<file path="src/verilog/outx_pkg.sv">
// Shared widths, sequencer states and opcode constants for the block output unit.
// Every other file refers to these by scoped names.
package outx_pkg;

    // One register byte, memory byte or port byte.
    typedef logic [7:0] byte_t;

    // Memory address or 16-bit port address.
    typedef logic [15:0] addr_t;

    // XPT step number.
    typedef logic [4:0] xpt_t;

    typedef enum logic {
        IDLE = 1'b0,
        RUN  = 1'b1
    } step_state_t;

    // An iteration runs from step 4 through step 11.
    localparam xpt_t XPT_FIRST = 5'd4;
    localparam xpt_t XPT_LAST  = 5'd11;

    // Opcodes follow the ED-prefixed 101xx011 pattern.
    localparam byte_t OP_OUTI = 8'hA3;
    localparam byte_t OP_OUTD = 8'hAB;
    localparam byte_t OP_OTIR = 8'hB3;
    localparam byte_t OP_OTDR = 8'hBB;

    localparam int OP_DIR_BIT = 3; // Set for decrement of HL.
    localparam int OP_REP_BIT = 4; // Set for the repeating forms.

endpackage

</file>
<file path="src/verilog/xpt_sequencer.sv">
// Step sequencer for the block output instructions.
// Latches the opcode on start and walks XPT from 4 to 11, looping for OTIR and OTDR.
`timescale 1ns/100ps

module xpt_sequencer (
    input  logic            clk,
    input  logic            arst_n,
    input  logic            start,
    input  outx_pkg::byte_t opcode,
    input  logic            b_zero,
    output outx_pkg::xpt_t  xpt,
    output logic            run,
    output outx_pkg::byte_t opcode_q,
    output logic            busy,
    output logic            done
);

    outx_pkg::step_state_t state;
    logic                  op_valid;
    logic                  last_step;
    logic                  loop_again;

    // Only the four block output opcodes start a transfer.
    assign op_valid = (opcode == outx_pkg::OP_OUTI) ||
                      (opcode == outx_pkg::OP_OUTD) ||
                      (opcode == outx_pkg::OP_OTIR) ||
                      (opcode == outx_pkg::OP_OTDR);

    assign last_step  = (xpt == outx_pkg::XPT_LAST);
    assign loop_again = opcode_q[outx_pkg::OP_REP_BIT] && !b_zero; // b_zero is from B-1 at 11.

    always_ff @(posedge clk or negedge arst_n) begin
        if (!arst_n) begin
            state    <= outx_pkg::IDLE;
            xpt      <= '0;
            opcode_q <= '0;
            done     <= 1'b0;
        end else begin
            done <= 1'b0;
            case (state)
                outx_pkg::IDLE: begin
                    if (start && op_valid) begin
                        state    <= outx_pkg::RUN;
                        xpt      <= outx_pkg::XPT_FIRST;
                        opcode_q <= opcode;
                    end
                end
                outx_pkg::RUN: begin
                    if (!last_step) begin
                        xpt <= xpt + 5'd1;
                    end else if (loop_again) begin
                        xpt <= outx_pkg::XPT_FIRST; // Next byte follows directly.
                    end else begin
                        state <= outx_pkg::IDLE;
                        xpt   <= '0;
                        done  <= 1'b1;
                    end
                end
                default: begin
                    state <= outx_pkg::IDLE;
                end
            endcase
        end
    end

    assign run  = (state == outx_pkg::RUN);
    assign busy = (state == outx_pkg::RUN); // Start and load are ignored while high.

endmodule

</file>
<file path="src/verilog/outx_decoder.sv">
// Step decoder for OUTI, OTIR, OUTD and OTDR.
// Turns the current XPT step and opcode into per-step strobes, purely combinational.
`timescale 1ns/100ps

module outx_decoder (
    input  outx_pkg::xpt_t  xpt,
    input  logic            run,
    input  outx_pkg::byte_t opcode,
    output logic            mem_rd,
    output logic            write_dt,
    output logic            sel_ad_bc,
    output logic            b_calc,
    output logic            write_flags,
    output logic            hl_add,
    output logic            hl_sub,
    output logic            write_hl,
    output logic            io_wr,
    output logic            write_b
);

    logic       grp_4_7;
    logic       grp_8_11;
    logic [3:0] t_lo; // One-hot of steps 4..7.
    logic [3:0] t_hi; // One-hot of steps 8..11.
    logic       dir_down;

    // Upper step bits pick the group.
    assign grp_4_7  = run && (xpt[4:2] == 3'b001);
    assign grp_8_11 = run && (xpt[4:2] == 3'b010);

    // Low bits pick the step inside its group.
    always_comb begin
        t_lo = 4'b0000;
        t_hi = 4'b0000;
        if (grp_4_7) begin
            t_lo[xpt[1:0]] = 1'b1;
        end
        if (grp_8_11) begin
            t_hi[xpt[1:0]] = 1'b1;
        end
    end

    assign dir_down = opcode[outx_pkg::OP_DIR_BIT];

    // Memory read cycle.
    assign mem_rd   = t_lo[2];  // Step 6.
    assign write_dt = t_lo[3];  // Step 7.

    // Output cycle, BC drives the address bus throughout.
    assign sel_ad_bc = grp_8_11;

    // B-1 is needed for the flags at 8 and the write-back at 11.
    assign b_calc      = t_hi[0] | t_hi[3];
    assign write_flags = t_hi[0];

    assign hl_add   = t_hi[1] & ~dir_down;
    assign hl_sub   = t_hi[1] & dir_down;
    assign write_hl = t_hi[1];   // Step 9.

    assign io_wr   = t_hi[2];    // Step 10.
    assign write_b = t_hi[3];    // Step 11.

endmodule

</file>
<file path="src/verilog/block_regs.sv">
// B, C, H, L and the data latch for the block output unit.
// Loaded from outside when idle, written back from memory and the ALU under decoder strobes.
`timescale 1ns/100ps

module block_regs (
    input  logic            clk,
    input  logic            arst_n,
    input  logic            load,
    input  outx_pkg::byte_t reg_b,
    input  outx_pkg::byte_t reg_c,
    input  outx_pkg::byte_t reg_h,
    input  outx_pkg::byte_t reg_l,
    input  logic            write_dt,
    input  logic            write_hl,
    input  logic            write_b,
    input  outx_pkg::byte_t mem_rdata,
    input  outx_pkg::byte_t b_next,
    input  outx_pkg::addr_t hl_next,
    output outx_pkg::byte_t b,
    output outx_pkg::byte_t c,
    output outx_pkg::addr_t hl,
    output outx_pkg::byte_t data
);

    outx_pkg::byte_t h;
    outx_pkg::byte_t l;

    always_ff @(posedge clk or negedge arst_n) begin
        if (!arst_n) begin
            b <= '0;
            c <= '0;
            h <= '0;
            l <= '0;
        end else if (load) begin
            b <= reg_b;
            c <= reg_c;
            h <= reg_h;
            l <= reg_l;
        end else begin
            if (write_b) begin
                b <= b_next; // Counted down at step 11.
            end
            if (write_hl) begin
                h <= hl_next[15:8];
                l <= hl_next[7:0];
            end
        end
    end

    // Byte fetched at HL, held until the port write.
    always_ff @(posedge clk or negedge arst_n) begin
        if (!arst_n) begin
            data <= '0;
        end else if (write_dt) begin
            data <= mem_rdata;
        end
    end

    assign hl = {h, l};

endmodule

</file>
<file path="src/verilog/block_alu.sv">
// Arithmetic for the block output unit.
// Decrements B, steps HL up or down, and keeps the Z and N flags.
`timescale 1ns/100ps

module block_alu (
    input  logic            clk,
    input  logic            arst_n,
    input  outx_pkg::byte_t b,
    input  outx_pkg::addr_t hl,
    input  outx_pkg::byte_t data,
    input  logic            b_calc,
    input  logic            write_flags,
    input  logic            hl_add,
    input  logic            hl_sub,
    output outx_pkg::byte_t b_next,
    output outx_pkg::addr_t hl_next,
    output logic            b_zero,
    output logic            flag_z,
    output logic            flag_n
);

    // B-1 only when the decoder asks for it, B otherwise.
    assign b_next = b_calc ? b - 8'd1 : b;

    always_comb begin
        if (hl_add) begin
            hl_next = hl + 16'd1;
        end else if (hl_sub) begin
            hl_next = hl - 16'd1; // Wraps from 0000 to FFFF.
        end else begin
            hl_next = hl;
        end
    end

    assign b_zero = (b_next == 8'h00);

    // Flags written at step 8.
    always_ff @(posedge clk or negedge arst_n) begin
        if (!arst_n) begin
            flag_z <= 1'b0;
            flag_n <= 1'b0;
        end else if (write_flags) begin
            flag_z <= b_zero;
            flag_n <= data[7]; // N copies the top bit of the byte sent.
        end
    end

endmodule

</file>
<file path="src/verilog/outx_unit.sv">
// Top of the block output unit: sequencer, decoder, registers and ALU.
// Memory reads and port writes are plain strobes with no handshake.
`timescale 1ns/100ps

module outx_unit (
    input  logic            clk,
    input  logic            arst_n,
    input  logic            load,
    input  outx_pkg::byte_t reg_b,
    input  outx_pkg::byte_t reg_c,
    input  outx_pkg::byte_t reg_h,
    input  outx_pkg::byte_t reg_l,
    input  logic            start,
    input  outx_pkg::byte_t opcode,
    output logic            mem_rd,
    output outx_pkg::addr_t mem_addr,
    input  outx_pkg::byte_t mem_rdata,
    output logic            io_wr,
    output outx_pkg::addr_t io_addr,
    output outx_pkg::byte_t io_wdata,
    output logic            busy,
    output logic            done,
    output logic            flag_z,
    output logic            flag_n
);

    outx_pkg::xpt_t  xpt;
    outx_pkg::byte_t opcode_q;
    outx_pkg::byte_t b;
    outx_pkg::byte_t c;
    outx_pkg::byte_t data;
    outx_pkg::byte_t b_next;
    outx_pkg::addr_t hl;
    outx_pkg::addr_t hl_next;
    logic            run;
    logic            b_zero;
    logic            load_idle;
    logic            write_dt;
    logic            sel_ad_bc;
    logic            b_calc;
    logic            write_flags;
    logic            hl_add;
    logic            hl_sub;
    logic            write_hl;
    logic            write_b;

    assign load_idle = load & ~busy;

    xpt_sequencer i_seq (
        .clk      (clk),
        .arst_n   (arst_n),
        .start    (start),
        .opcode   (opcode),
        .b_zero   (b_zero),
        .xpt      (xpt),
        .run      (run),
        .opcode_q (opcode_q),
        .busy     (busy),
        .done     (done)
    );

    outx_decoder i_dec (
        .xpt         (xpt),
        .run         (run),
        .opcode      (opcode_q),
        .mem_rd      (mem_rd),
        .write_dt    (write_dt),
        .sel_ad_bc   (sel_ad_bc),
        .b_calc      (b_calc),
        .write_flags (write_flags),
        .hl_add      (hl_add),
        .hl_sub      (hl_sub),
        .write_hl    (write_hl),
        .io_wr       (io_wr),
        .write_b     (write_b)
    );

    block_regs i_regs (
        .clk       (clk),
        .arst_n    (arst_n),
        .load      (load_idle),
        .reg_b     (reg_b),
        .reg_c     (reg_c),
        .reg_h     (reg_h),
        .reg_l     (reg_l),
        .write_dt  (write_dt),
        .write_hl  (write_hl),
        .write_b   (write_b),
        .mem_rdata (mem_rdata),
        .b_next    (b_next),
        .hl_next   (hl_next),
        .b         (b),
        .c         (c),
        .hl        (hl),
        .data      (data)
    );

    block_alu i_alu (
        .clk         (clk),
        .arst_n      (arst_n),
        .b           (b),
        .hl          (hl),
        .data        (data),
        .b_calc      (b_calc),
        .write_flags (write_flags),
        .hl_add      (hl_add),
        .hl_sub      (hl_sub),
        .b_next      (b_next),
        .hl_next     (hl_next),
        .b_zero      (b_zero),
        .flag_z      (flag_z),
        .flag_n      (flag_n)
    );

    assign mem_addr = hl;
    assign io_addr  = sel_ad_bc ? {b, c} : hl; // Shared address bus, BC in the output cycle.
    assign io_wdata = data;

endmodule

</file>
<file path="config.mk">
export PLATFORM = sky130hd
export DESIGN_NAME = outx_unit
export DESIGN_NICKNAME = d
export VERILOG_FILES = /design/src/verilog/outx_pkg.sv /design/src/verilog/xpt_sequencer.sv /design/src/verilog/outx_decoder.sv /design/src/verilog/block_regs.sv /design/src/verilog/block_alu.sv /design/src/verilog/outx_unit.sv
export SDC_FILE = /design/constraint.sdc
export NUM_CORES = 1
export LEC_CHECK = 0
export BUFFER_PORTS_ARGS = -buffer_cell sky130_fd_sc_hd__buf_2
export CORE_MARGIN = 5
export CORE_UTILIZATION = 47
export DETAILED_ROUTE_END_ITERATION = 8
export PLACE_DENSITY_LB_ADDON = 0.3
export SLEW_MARGIN = 5
export SYNTH_ARGS = -nofsm -noshare
export SYNTH_HDL_FRONTEND = slang
export SYNTH_SLANG_ARGS = --single-unit
</file>
<file path="constraint.sdc">
create_clock -name clk -period 3 [get_ports clk]
set_clock_uncertainty 0.05 [all_clocks]
set_input_delay 0.6 -clock clk [delete_from_list [all_inputs] [get_ports clk]]
set_output_delay 0.6 -clock clk [all_outputs]
set_load 0.02 [all_outputs]
</file>
==> results list, run 1 <==
- In the final routed layout, each cell accounts on average for 15.5 µm.
- Worst slew margin relative to its limit: 0.680
- DRC marker count from the first detailed-route iteration: 193
- Distinct cell type count of the synthesized netlist: 53
* Fill cells: 596
- Via count of the first global-routing pass: 2,934
- Final setup fails: 0
* Number of max-slew violations in the final report: 0
- Share of post-route cells with drive strength above 1: 0.320
- Post-route worst hold slack: 170 ps
- Clock transition at the registers of the reported paths: 110 ps
- Core ar.: 6790 µm²
- Counting along the longest clock path gives a buffer depth of 2.
- Synthesis produced 363 cells.
- Critical R2R Launch: i_seq.xpt[4]
- Based on the critical path, the design can be clocked at up to 351 MHz.
- Port-buffer cells: 97
- Most common library cell in the layout ignoring fill and taps: buf_2
- Nets in the synthesized netlist: 437
* Worst Path Required: 3150 ps
- Number of antenna diodes: 0
- In the synthesized netlist the dominant register cell turns out to be dfrtp_1.
* Number of rows in the core area: 30
- The tool flagged a number of max-cap violations equal to 0.
- VDD IR max: 0.357 mV
- Estimated wirelength of the detail-placed design: 6.60 mm
- Number of failing hold endpoints at the final stage: 0
- Syn_area_per_cell: 9.05 µm²
- The endpoint identified for the worst register-to-register timing path is i_regs.h[7].
* Number of sinks driven by the clock tree: 51
* Count of flip-flops with a built-in enable after synthesis: 0
- Initial Utilization: 0.483
- After routing, the total negative slack on setup checks comes to 0 ps.
- The initial antenna violation count was 1.
- After clock tree synthesis, the flow added hold-fix buffers numbering 0.
- Standby leakage power: 1.93 nW
- DRC violations left: 0
- Summed over all layers, the global routing overflow is 0.
- Final period util: 0.949
- Pin count of the biggest net entering global routing: 33
- In this run the cell area of the synthesized design comes to 3280 µm².
* Total track usage: 0.205
- Of all flip-flops after synthesis, the portion carrying an async set or reset was 1.00.
- Worst min-delay path category: in -> async
- Routability-driven placement finished with a final weighted congestion of 0.969.
- Outcome: finished, final reports clean
- Area growth syn-to-layout: 22.0%
- Final layout net count: 532
- Setup CP Type: reg -> reg
* Clk Latency, worst-skew pair: 320 ps
- Post-synthesis sequential area ratio: 0.389
- YS warnings: 0
* Final ANT Viol Nets: 0
- CTS built an H-tree with a depth of 2.
* Unrepaired setup endpoints after global routing: true
- STA classifies the critical path startpoint as a register.
- P per Cell Area: 797 nW/µm²
* Die Span X: 93.6 µm
- The first global-routing pass estimated 14.4 mm of wire.
* Count of cells along the worst register-to-register path: 11
- The first TritonRoute pass finished after 4 iterations.
* Largest driver fanout on the critical path: 17
- For the pin with the worst max-slew slack, the measured transition is 480 ps.
- Vertical die dimension: 93.6 µm
- Arrival time reported for the critical path endpoint: 3000 ps
- Critical Path Sink Type: register
- Commonest non-fill, non-tap cells in the layout: 97 x buf_2, 62 x nand2_1, 50 x dfrtp_1, 22 x a21oi_1
- In the routed layout, each cell is associated on average with a via count of 5.36.
- Total length of routed wires: 8.60 mm
- Die footprint: 8760 µm²
- The worst path needs 2850 ps of the cycle, external delays included.
- Total of flip-flops plus latches after synthesis: 51
- Cell at the root of the clock tree: clkbuf_8
- For flop-to-flop paths, the worst setup slack is 150 ps.
- During I/O placement, the number of pins put on the boundary was 98.
* Routed vias: 2,974
* Number of buffers created by CTS: 5
* CTS tree: done
## per-layer routing
metal / up-vias / GRT usage / routed length, µm
li1: 1483 / - / -
met1: 1392 / 0.266 / 3930
met2: 88 / 0.350 / 4080
met3: 9 / 0.0499 / 505
met4: 2 / 0.0361 / 73
met5: - / 0 / 11
## cell type report
class | count | area, µm² | share of cell area
clock inverters | 3 | 28.8 | 0.00718
clock buffers | 5 | 68.8 | 0.0172
well taps | 96 | 120 | 0.0300
flip-flops and latches | 51 | 1280 | 0.319
inverters | 14 | 52.6 | 0.0131
multi-input cells | 281 | 1910 | 0.478
repair buffers | 105 | 546 | 0.136
## cells by family after synthesis
group / after synthesis / share of synthesized area
DFF: 51 / 0.389
and+or+nand+nor: 126 / 0.183
muxes: 27 / 0.0918
xor gates and xnor gates: 19 / 0.0507
AOI/OAI and AO/OA: 87 / 0.159
buffers and inverters: 31 / 0.0404
adders and majority gates: 22 / 0.0861
## power by group
group | switching [mW] | internal (mW)
sequential | 0.229 | 0.901
clock | 0.262 | 0.173
combinational | 0.958 | 0.670
total | 1.45 | 1.75
## cell usage after synthesis, types with 2 or more instances
cell type  instances  share of area
a211oi_1           2         0.0046
nand2_1           62          0.071
nor2b_1            3         0.0057
nor3_1             5         0.0076
o21ai_1           20          0.030
a31oi_1            5         0.0095
a21o_1             4         0.0091
dfrtp_1           51           0.39
a21oi_1           24          0.037
mux2_2            19          0.065
buf_2              4         0.0061
xnor2_1            8          0.021
xor2_1            11          0.029
and3_1             3         0.0057
o211ai_1           3         0.0069
inv_1             14          0.016
nor4_1             2         0.0038
and2_1             2         0.0038
nor4b_1            2         0.0053
o22ai_1            2         0.0038
nand4_1            7          0.013
mux2_1             6          0.021
nor2_1            17          0.019
ha_1              21          0.080
a22oi_1            2         0.0046
nand3_1            9          0.014
clkbuf_1          10          0.011
mux2i_1            2         0.0061
o21ai_0           13          0.020
nand2b_1           7          0.013
## repair_timing
item / 4_1_cts / 5_1_grt
setup endpoints to repair: 0 / 7
resized for setup: 0 / 8
hold endpoints to repair: 0 / 0
setup buffers: 0 / 0
## stage by stage
step	cell area [µm²]	util	instances	power, mW	worst slack, ps
3_3_place_gp	3880	0.571	547	2.69	244
4_1_cts	3980	0.585	555	3.19	52.5
3_5_place_dp	3880	0.571	547	2.74	81.0
6_report	4010	0.590	555	3.19	154
2_1_floorplan	3290	-	363	2.23	-3.43
5_1_grt	4010	0.590	555	3.44	-12.6
## worst max-delay path by stage
| stage | startpoint | end | slack [ps] | cells past startpoint |
|---|---|---|---|---|
| 2_1_floorplan | i_seq.xpt[2] | i_regs.h[5] | -3 | 15 |
| 3_3_place_gp | i_seq.xpt[4] | i_regs.h[6] | 240 | 11 |
| 3_5_place_dp | i_seq.xpt[4] | i_regs.h[7] | 80 | 11 |
| 4_1_cts | i_seq.xpt[4] | i_regs.h[7] | 50 | 11 |
| 5_1_grt | i_seq.xpt[4] | i_regs.h[1] | -10 | 11 |
| 6_report | i_seq.xpt[4] | i_regs.h[7] | 150 | 11 |
## sequential cells by signal (all words and copies together), names as in the netlist
name and cells:
i_alu.flag_n 1, i_alu.flag_z 1, i_regs.b 8, i_regs.c 8, i_regs.data 8, i_regs.h 8, i_regs.l 8, i_seq.busy 1
i_seq.done 1, i_seq.opcode_q 2, i_seq.xpt 5
## critical path: stages (launching register included)
cell and delay (ps):
dfrtp_1 450, and4bb_1 300, nand2_1 80, or2_4 340, ha_1 400, nand3_1 100, o22ai_1 300, nand4_1 170
o21ai_2 210, o22ai_1 140, o21ai_0 100, nand4_1 90
Power figures use the tool's default switching activity.
==> inputs of run 2 (changes only) <==
--- a/config.mk
+++ b/config.mk
@@ -9,7 +9,8 @@
 export CORE_MARGIN = 5
 export CORE_UTILIZATION = 47
 export DETAILED_ROUTE_END_ITERATION = 8
-export PLACE_DENSITY_LB_ADDON = 0.3
+export PLACE_DENSITY = 0.77
+export SKIP_LAST_GASP = 1
 export SLEW_MARGIN = 5
 export SYNTH_ARGS = -nofsm -noshare
 export SYNTH_HDL_FRONTEND = slang
==> results list, run 2 (synthesis results as in run 1) <==
* Number of buffers created by CTS: 5 (unchanged)
* CTS max path bufs: 2 (unchanged)
* GRT busiest layer: met2
- The core area was 6790 µm² (unchanged).
- I/O pin count: 98 (unchanged)
- The wire length of the first global-routing pass was 14.7 mm (+1.9%).
* Number of sinks driven by the clock tree: 51 (unchanged)
* Slack of the worst reg-to-reg path: 210 ps (+50 ps)
- The layout-stage area growth over the synthesis result came to 21.9% (about the same).
- The required arrival time at the worst endpoint came to 3140 ps (about the same).
- STA classifies the critical path startpoint as a register.
- The ratio of final minimum period to clock period was 0.931 (-0.0174).
- The H-tree depth is 2 (unchanged).
* GRT Residual Overflow: 0 (unchanged)
- Leaving out fill and tap cells, the most frequent cells in the layout are 97 x buf_2, 62 x nand2_1, 50 x dfrtp_1, 23 x a21oi_1, 20 x ha_1.
- Leaving out fill and tap cells, the most frequent cell in the layout is buf_2.
- DRC violations left: 0 (unchanged)
* Critical Path Sink Type: register
- The average detailed-routed wire length per instance came to 15.9 µm (+2.6%).
* Setup CP Type: reg -> reg
- The number of cell instances on the worst register-to-register path is 11 (unchanged).
* Worst slew margin relative to its limit: 0.671 (-0.00936)
* GR Layer Usage met3: 0.0442 (-0.00563)
- Estimated wirelength of the detail-placed design: 6.73 mm (+2.0%)
- Worst min-delay path category: in -> async
* Number of max-cap violations: 0 (unchanged)
- DRC marker count from the first detailed-route iteration: 190 (-1.6%)
- The detailed-router iteration count before antenna repair is 4 (unchanged).
- Global placement routability congestion: 0.865 (-11%)
* Vertical die dimension: 93.6 µm (unchanged)
* Met2 GRT Util: 0.354 (+0.00357)
- Setup repair after global routing could not meet its margin everywhere.
* Standby leakage power: 1.93 nW (+0.24%)
- Number of max-slew violations in the final report: 0 (unchanged)
- Largest driver fanout on the critical path: 11 (-6)
* Share of post-route cells with drive strength above 1: 0.317 (-0.00356)
- The via count of the first global-routing pass was 3,086 (+5.2%).
* Total length of routed wires: 8.86 mm (+2.9%)
- CTS tree: done
- Critical R2R Launch: i_seq.xpt[4]
- VDD IR max: 0.353 mV (-1.2%)
- Arrival time reported for the critical path endpoint: 2940 ps (-60 ps)
- The endpoint identified for the worst register-to-register timing path is i_regs.h[6].
- The net total in the final layout was 534 (+0.38%).
* Start point of the critical path: i_seq.xpt[4]
* Shortest clock period the worst path allows after layout: 2790 ps (-52.3 ps)
- The global routing met1 resource utilization is 0.259 (-0.00624).
- Number of antenna diodes: 0 (unchanged)
- Port-buffer cells: 97 (unchanged)
- The via count was 3,069 (+3.2%).
- The clock latency on the worst-skew pair is 320 ps (about the same).
* Die footprint: 8760 µm² (unchanged)
- The largest net degree at the start of global routing is 31 (-6.1%).
- The cell row count was 30 (unchanged).
* P per Cell Area: 796 nW/µm² (-0.16%)
- The setup-violating endpoint count in the final report is 0 (unchanged).
- Post-route worst hold slack: 169 ps (-1.03 ps)
- Outcome: finished, final reports clean
* Highest Clock Rate: 358 MHz (+1.9%)
* Antenna violations before repair: 0 (-1)
- Initial Utilization: 0.483 (unchanged)
* Detail-routed via count per cell: 5.51 (+2.8%)
- The utilization after layout is 0.590 (about the same).
* Slew at the pin with the worst max-slew slack: 487 ps (+7.18 ps)
- The count of final hold-check violations is 0 (unchanged).
- Clock transition at the registers of the reported paths: 110 ps (about the same)
- The antenna violation net count after detailed routing came to 0 (unchanged).
* Die Span X: 93.6 µm (unchanged)
- The total routing usage reported by global routing came to 0.207 (+0.00201).
* Cell at the root of the clock tree: clkbuf_8
[run 2: cell count changes in the layout (fill, tap and decap cells not counted), sizes merged]
| cell | previous run | this run |
|---|---|---|
| inv | 15 | 16 |
| clkinvlp | 0 | 1 |
| buf | 105 | 107 |
| clkinv | 2 | 0 |
[run 2: how the worst max path moves through the flow]
stage	endpoint	slack (ps)	cells after the start
floorplan	i_regs.h[5]	-3	15
global placement	i_regs.h[6]	230	11
detailed placement	i_regs.h[6]	110	11
CTS	i_regs.h[6]	90	12
global route	i_regs.h[3]	-4	11
finish	i_regs.h[6]	210	11
[run 2: final cells by class]
| type | instances | area, µm² |
|---|---|---|
| multi-input cells | 281 | 1900 |
| well taps | 96 | 120 |
| clock buffers | 5 | 68.8 |
| inverters | 14 | 52.6 |
| clock inverters | 3 | 25.0 |
| repair buffers | 107 | 561 |
| fillers | 627 | 2790 |
| flip-flops and latches | 51 | 1280 |
[run 2: critical path: stages (launching register included)]
cell	delay (ps)
dfrtp_1	430
and4bb_1	290
nand2_1	80
or2_4	300
ha_1	370
o211ai_1	200
a21oi_1	90
o2111ai_1	280
a21oi_1	130
a211oi_2	200
xor2_1	180
o21ai_1	80
[run 2: through the flow]
step / setup WS, ps / total power [mW] / cell area [µm²] / setup TNS (ps) / cells
after detailed placement: 114 / 2.74 / 3880 / 0 / 547
final: 206 / 3.19 / 4010 / 0 / 557
after global placement: 233 / 2.68 / 3880 / 0 / 547
after global routing: -3.87 / 3.42 / 4010 / -5.52 / 557
after CTS: 94.4 / 3.18 / 3970 / 0 / 555
after floorplan: -3.43 / 2.23 / 3290 / -3.43 / 363
[run 2: power breakdown]
part	switching (mW)	internal, mW
Sequential	0.231	0.902
Combinational	0.954	0.667
Clock	0.263	0.171
Total	1.45	1.74
[run 2: routing by layer]
metal  up-vias  routed length, µm
met5         -                  0
met4         0                166
met3        17                623
met2       106               4220
met1      1467               3840
li1       1479                  -
[run 2: timing repair]
| action | 4_1_cts | 5_1_grt |
|---|---|---|
| gates resized for setup | 0 | 5 |
| buffers inserted | 0 | 2 |
| endpoints found under the hold margin | 0 | 0 |
| setup endpoints to repair | 0 | 8 |
| hold buffers | 0 | 0 |
==> inputs of run 3 (changes only) <==
--- a/config.mk
+++ b/config.mk
@@ -6,10 +6,10 @@
 export NUM_CORES = 1
 export LEC_CHECK = 0
 export BUFFER_PORTS_ARGS = -buffer_cell sky130_fd_sc_hd__buf_2
-export CORE_MARGIN = 5
-export CORE_UTILIZATION = 47
+export CORE_MARGIN = 4
+export CORE_UTILIZATION = 40
 export DETAILED_ROUTE_END_ITERATION = 8
-export PLACE_DENSITY = 0.77
+export PLACE_DENSITY = 0.67
 export SKIP_LAST_GASP = 1
 export SLEW_MARGIN = 5
 export SYNTH_ARGS = -nofsm -noshare
==> results list, run 3 (synthesis results as in run 1) <==
- Outcome: finished, final reports clean
- The wire length of the first global-routing pass came to 14.9 mm (+1.9%).
* Unrepaired setup endpoints after global routing: false
- The cell row count is 32 (+6.7%).
- Final period util: 0.939 (+0.00739)
- The width of the die came to 98.6 µm (+5.4%).
- The cell leakage power was 1.93 nW (-0.32%).
* Number of failing hold endpoints at the final stage: 0 (unchanged)
- The net switching power of the design came to 1.40 mW (-3.1%).
* Fill cells: 777 (+24%)
- Clock transition at the registers of the reported paths: 100 ps (about the same)
* Total length of routed wires: 8.75 mm (-1.2%)
* Worst min-delay path category: in -> async
* Detail-routed via count per cell: 5.29 (-4.0%)
- The boundary pin count came to 98 (unchanged).
* Total track usage: 0.186 (-0.0206)
- Share of post-route cells with drive strength above 1: 0.312 (-0.00434)
- The portion of total power attributed to the clock network was 0.129 (-0.007).
- TritonCTS built the clock tree.
* Clk Latency, worst-skew pair: 320 ps (about the same)
* Initial Utilization: 0.419 (-0.0649)
- Worst slew margin relative to its limit: 0.669 (-0.00219)
- The number of DRC violations after detailed-routing iteration 0 was 95 (-50%).
* Setup Total Neg Slack: 0 ps (unchanged)
- Switching share of total power: 0.447 (-0.00761)
- The detailed-router iteration count before antenna repair was 4 (unchanged).
- The total clock buffers created by CTS came to 5 (unchanged).
- The total of max-cap violations came to 0 (unchanged).
- Die footprint: 9720 µm² (+11%)
- Final WS setup: 184 ps (-22.2 ps)
- Largest driver fanout on the critical path: 17 (+6)
- The initial antenna violation count was 0 (unchanged).
- The antenna violation net count after detailed routing is 0 (unchanged).
* DRC violations left: 0 (unchanged)
- The number of antenna cells inserted came to 0 (unchanged).
- The area taken by flip-flops and latches was 1280 µm² (about the same).
- Count of H-tree levels built during CTS: 2 (unchanged)
- Routed vias: 2,978 (-3.0%)
* Cell at the root of the clock tree: clkbuf_8
- The die height is 98.6 µm (+5.4%).
- Number of sinks driven by the clock tree: 51 (unchanged)
- Setup CP Type: reg -> reg
- Register share of total power: 0.357 (+0.002)
- The required arrival time at the worst endpoint is 3210 ps (+70 ps).
- The buffer levels on the longest clock path came to 2 (unchanged).
- Area after DPL: 3900 µm² (+0.58%)
- VDD IR max: 0.322 mV (-8.8%)
- Commonest non-fill, non-tap cells in the layout: 97 x buf_2, 62 x nand2_1, 51 x dfrtp_1, 22 x a21oi_1
- Slew at the pin with the worst max-slew slack: 495 ps (+7.90 ps)
* Area growth syn-to-layout: 21.7%
- Arrival time reported for the critical path endpoint: 3020 ps (+80 ps)
- Via count of the first global-routing pass: 3,123 (+1.2%)
- The core area came to 7850 µm² (+16%).
- The top achievable clock speed is 355 MHz (-0.79%).
- Share of the core filled with cells in the final layout: 0.509 (-0.0801)
- Worst slack at placement: 173 ps (+59.5 ps)
* Global placement routability congestion: 0.943 (+9.0%)
* GRT Residual Overflow: 0 (unchanged)
- Buffers inserted by post-CTS timing repair: 0 (unchanged)
- The final cell area excluding filler cells came to 4000 µm² (-0.19%).
- P per Cell Area: 786 nW/µm² (-1.2%)
- The max-slew violation count came to 0 (unchanged).
- Estimated wirelength of the detail-placed design: 6.65 mm (-1.2%)
- Launching element type of the critical path: register
- Multi-input gate area in the final layout: 1900 µm² (about the same)
- The design internal power came to 1.74 mW (about the same).
* Wire length per cell after detailed routing: 15.5 µm (-2.3%)
- Final setup fails: 0 (unchanged)
- The net total in the final layout was 534 (unchanged).
* Post-layout total power: 3.14 mW (-1.4%)
- Critical Path Sink Type: register
* Pin count of the biggest net entering global routing: 31 (unchanged)
- Number of hold-repair buffers added at the cts stage: 0 (unchanged)
* Most common library cell in the layout ignoring fill and taps: buf_2
* Shortest clock period the worst path allows after layout: 2820 ps (+22.2 ps)
- Combinational power share: 0.515 (+0.007)
* Port-buffer cells: 97 (unchanged)
-- run 3: cell count changes in the layout (fill, tap and decap cells not counted), sizes merged --
cell	change
clkinvlp	-1
clkbuf	+2
clkinv	+1
inv	-2
-- run 3: cell type report --
cell class	count	share of cell area
Multi-Input combinational cell	281	0.475
Sequential cell	51	0.319
Timing Repair Buffer	107	0.140
Tap cell	102	0.0319
Clock buffer	7	0.0191
Inverter	14	0.0131
Clock inverter	1	0.00125
-- run 3: critical path, cell delays in order, from the launching register on --
cell	delay (ps)
dfrtp_1	440
and4bb_1	290
nand2_1	70
or2_4	340
ha_2	400
nand3_1	80
o22ai_1	290
nand4_1	170
o21ai_2	220
a31oi_1	120
xor2_1	150
o21ai_1	110
-- run 3: routing by layer --
| layer | vias to the layer above | GRT usage | routed length [µm] |
|---|---|---|---|
| met1 | 1393 | 0.244 | 3820 |
| met5 | - | 0 | 0 |
| met4 | 0 | 0.0410 | 97 |
| met2 | 99 | 0.313 | 4220 |
| met3 | 9 | 0.0439 | 604 |
| li1 | 1477 | - | - |
-- run 3: path summary, 6_finish.rpt --
kind                         startpoint           end  slack (ps)  cells after the start
setup / recovery           i_seq.xpt[4]   i_regs.h[5]         180                     11
hold / removal                   arst_n   i_regs.c[6]         210                      2
min in group clk               reg_c[6]   i_regs.c[6]         410                      3
setup reg to reg           i_seq.xpt[4]   i_regs.h[5]         180                     11
max in group asynchronous        arst_n  i_seq.xpt[0]        2340                      2
hold reg to reg             i_regs.c[2]   i_regs.c[2]         430                      2
-- run 3: per-stage QoR --
stage,instances,hold WS [ps]
2_1_floorplan,363,254
5_1_grt,563,227
3_5_place_dp,555,410
3_3_place_gp,555,402
6_report,563,209
4_1_cts,563,213
-- run 3: power groups by stage --
stage	Combinational, mW	Clock (mW)	Sequential [mW]
2_1_floorplan	1.00	0	1.23
3_3_place_gp	1.57	0	1.12
3_5_place_dp	1.60	0	1.13
4_1_cts	1.61	0.421	1.12
5_1_grt	1.80	0.450	1.16
6_report	1.62	0.405	1.12
-- run 3: what timing repair did --
item / 4_1_cts / 5_1_grt
setup endpoints to repair: 0 / 8
gates resized for setup: 0 / 5
hold endpoints to repair: 0 / 0
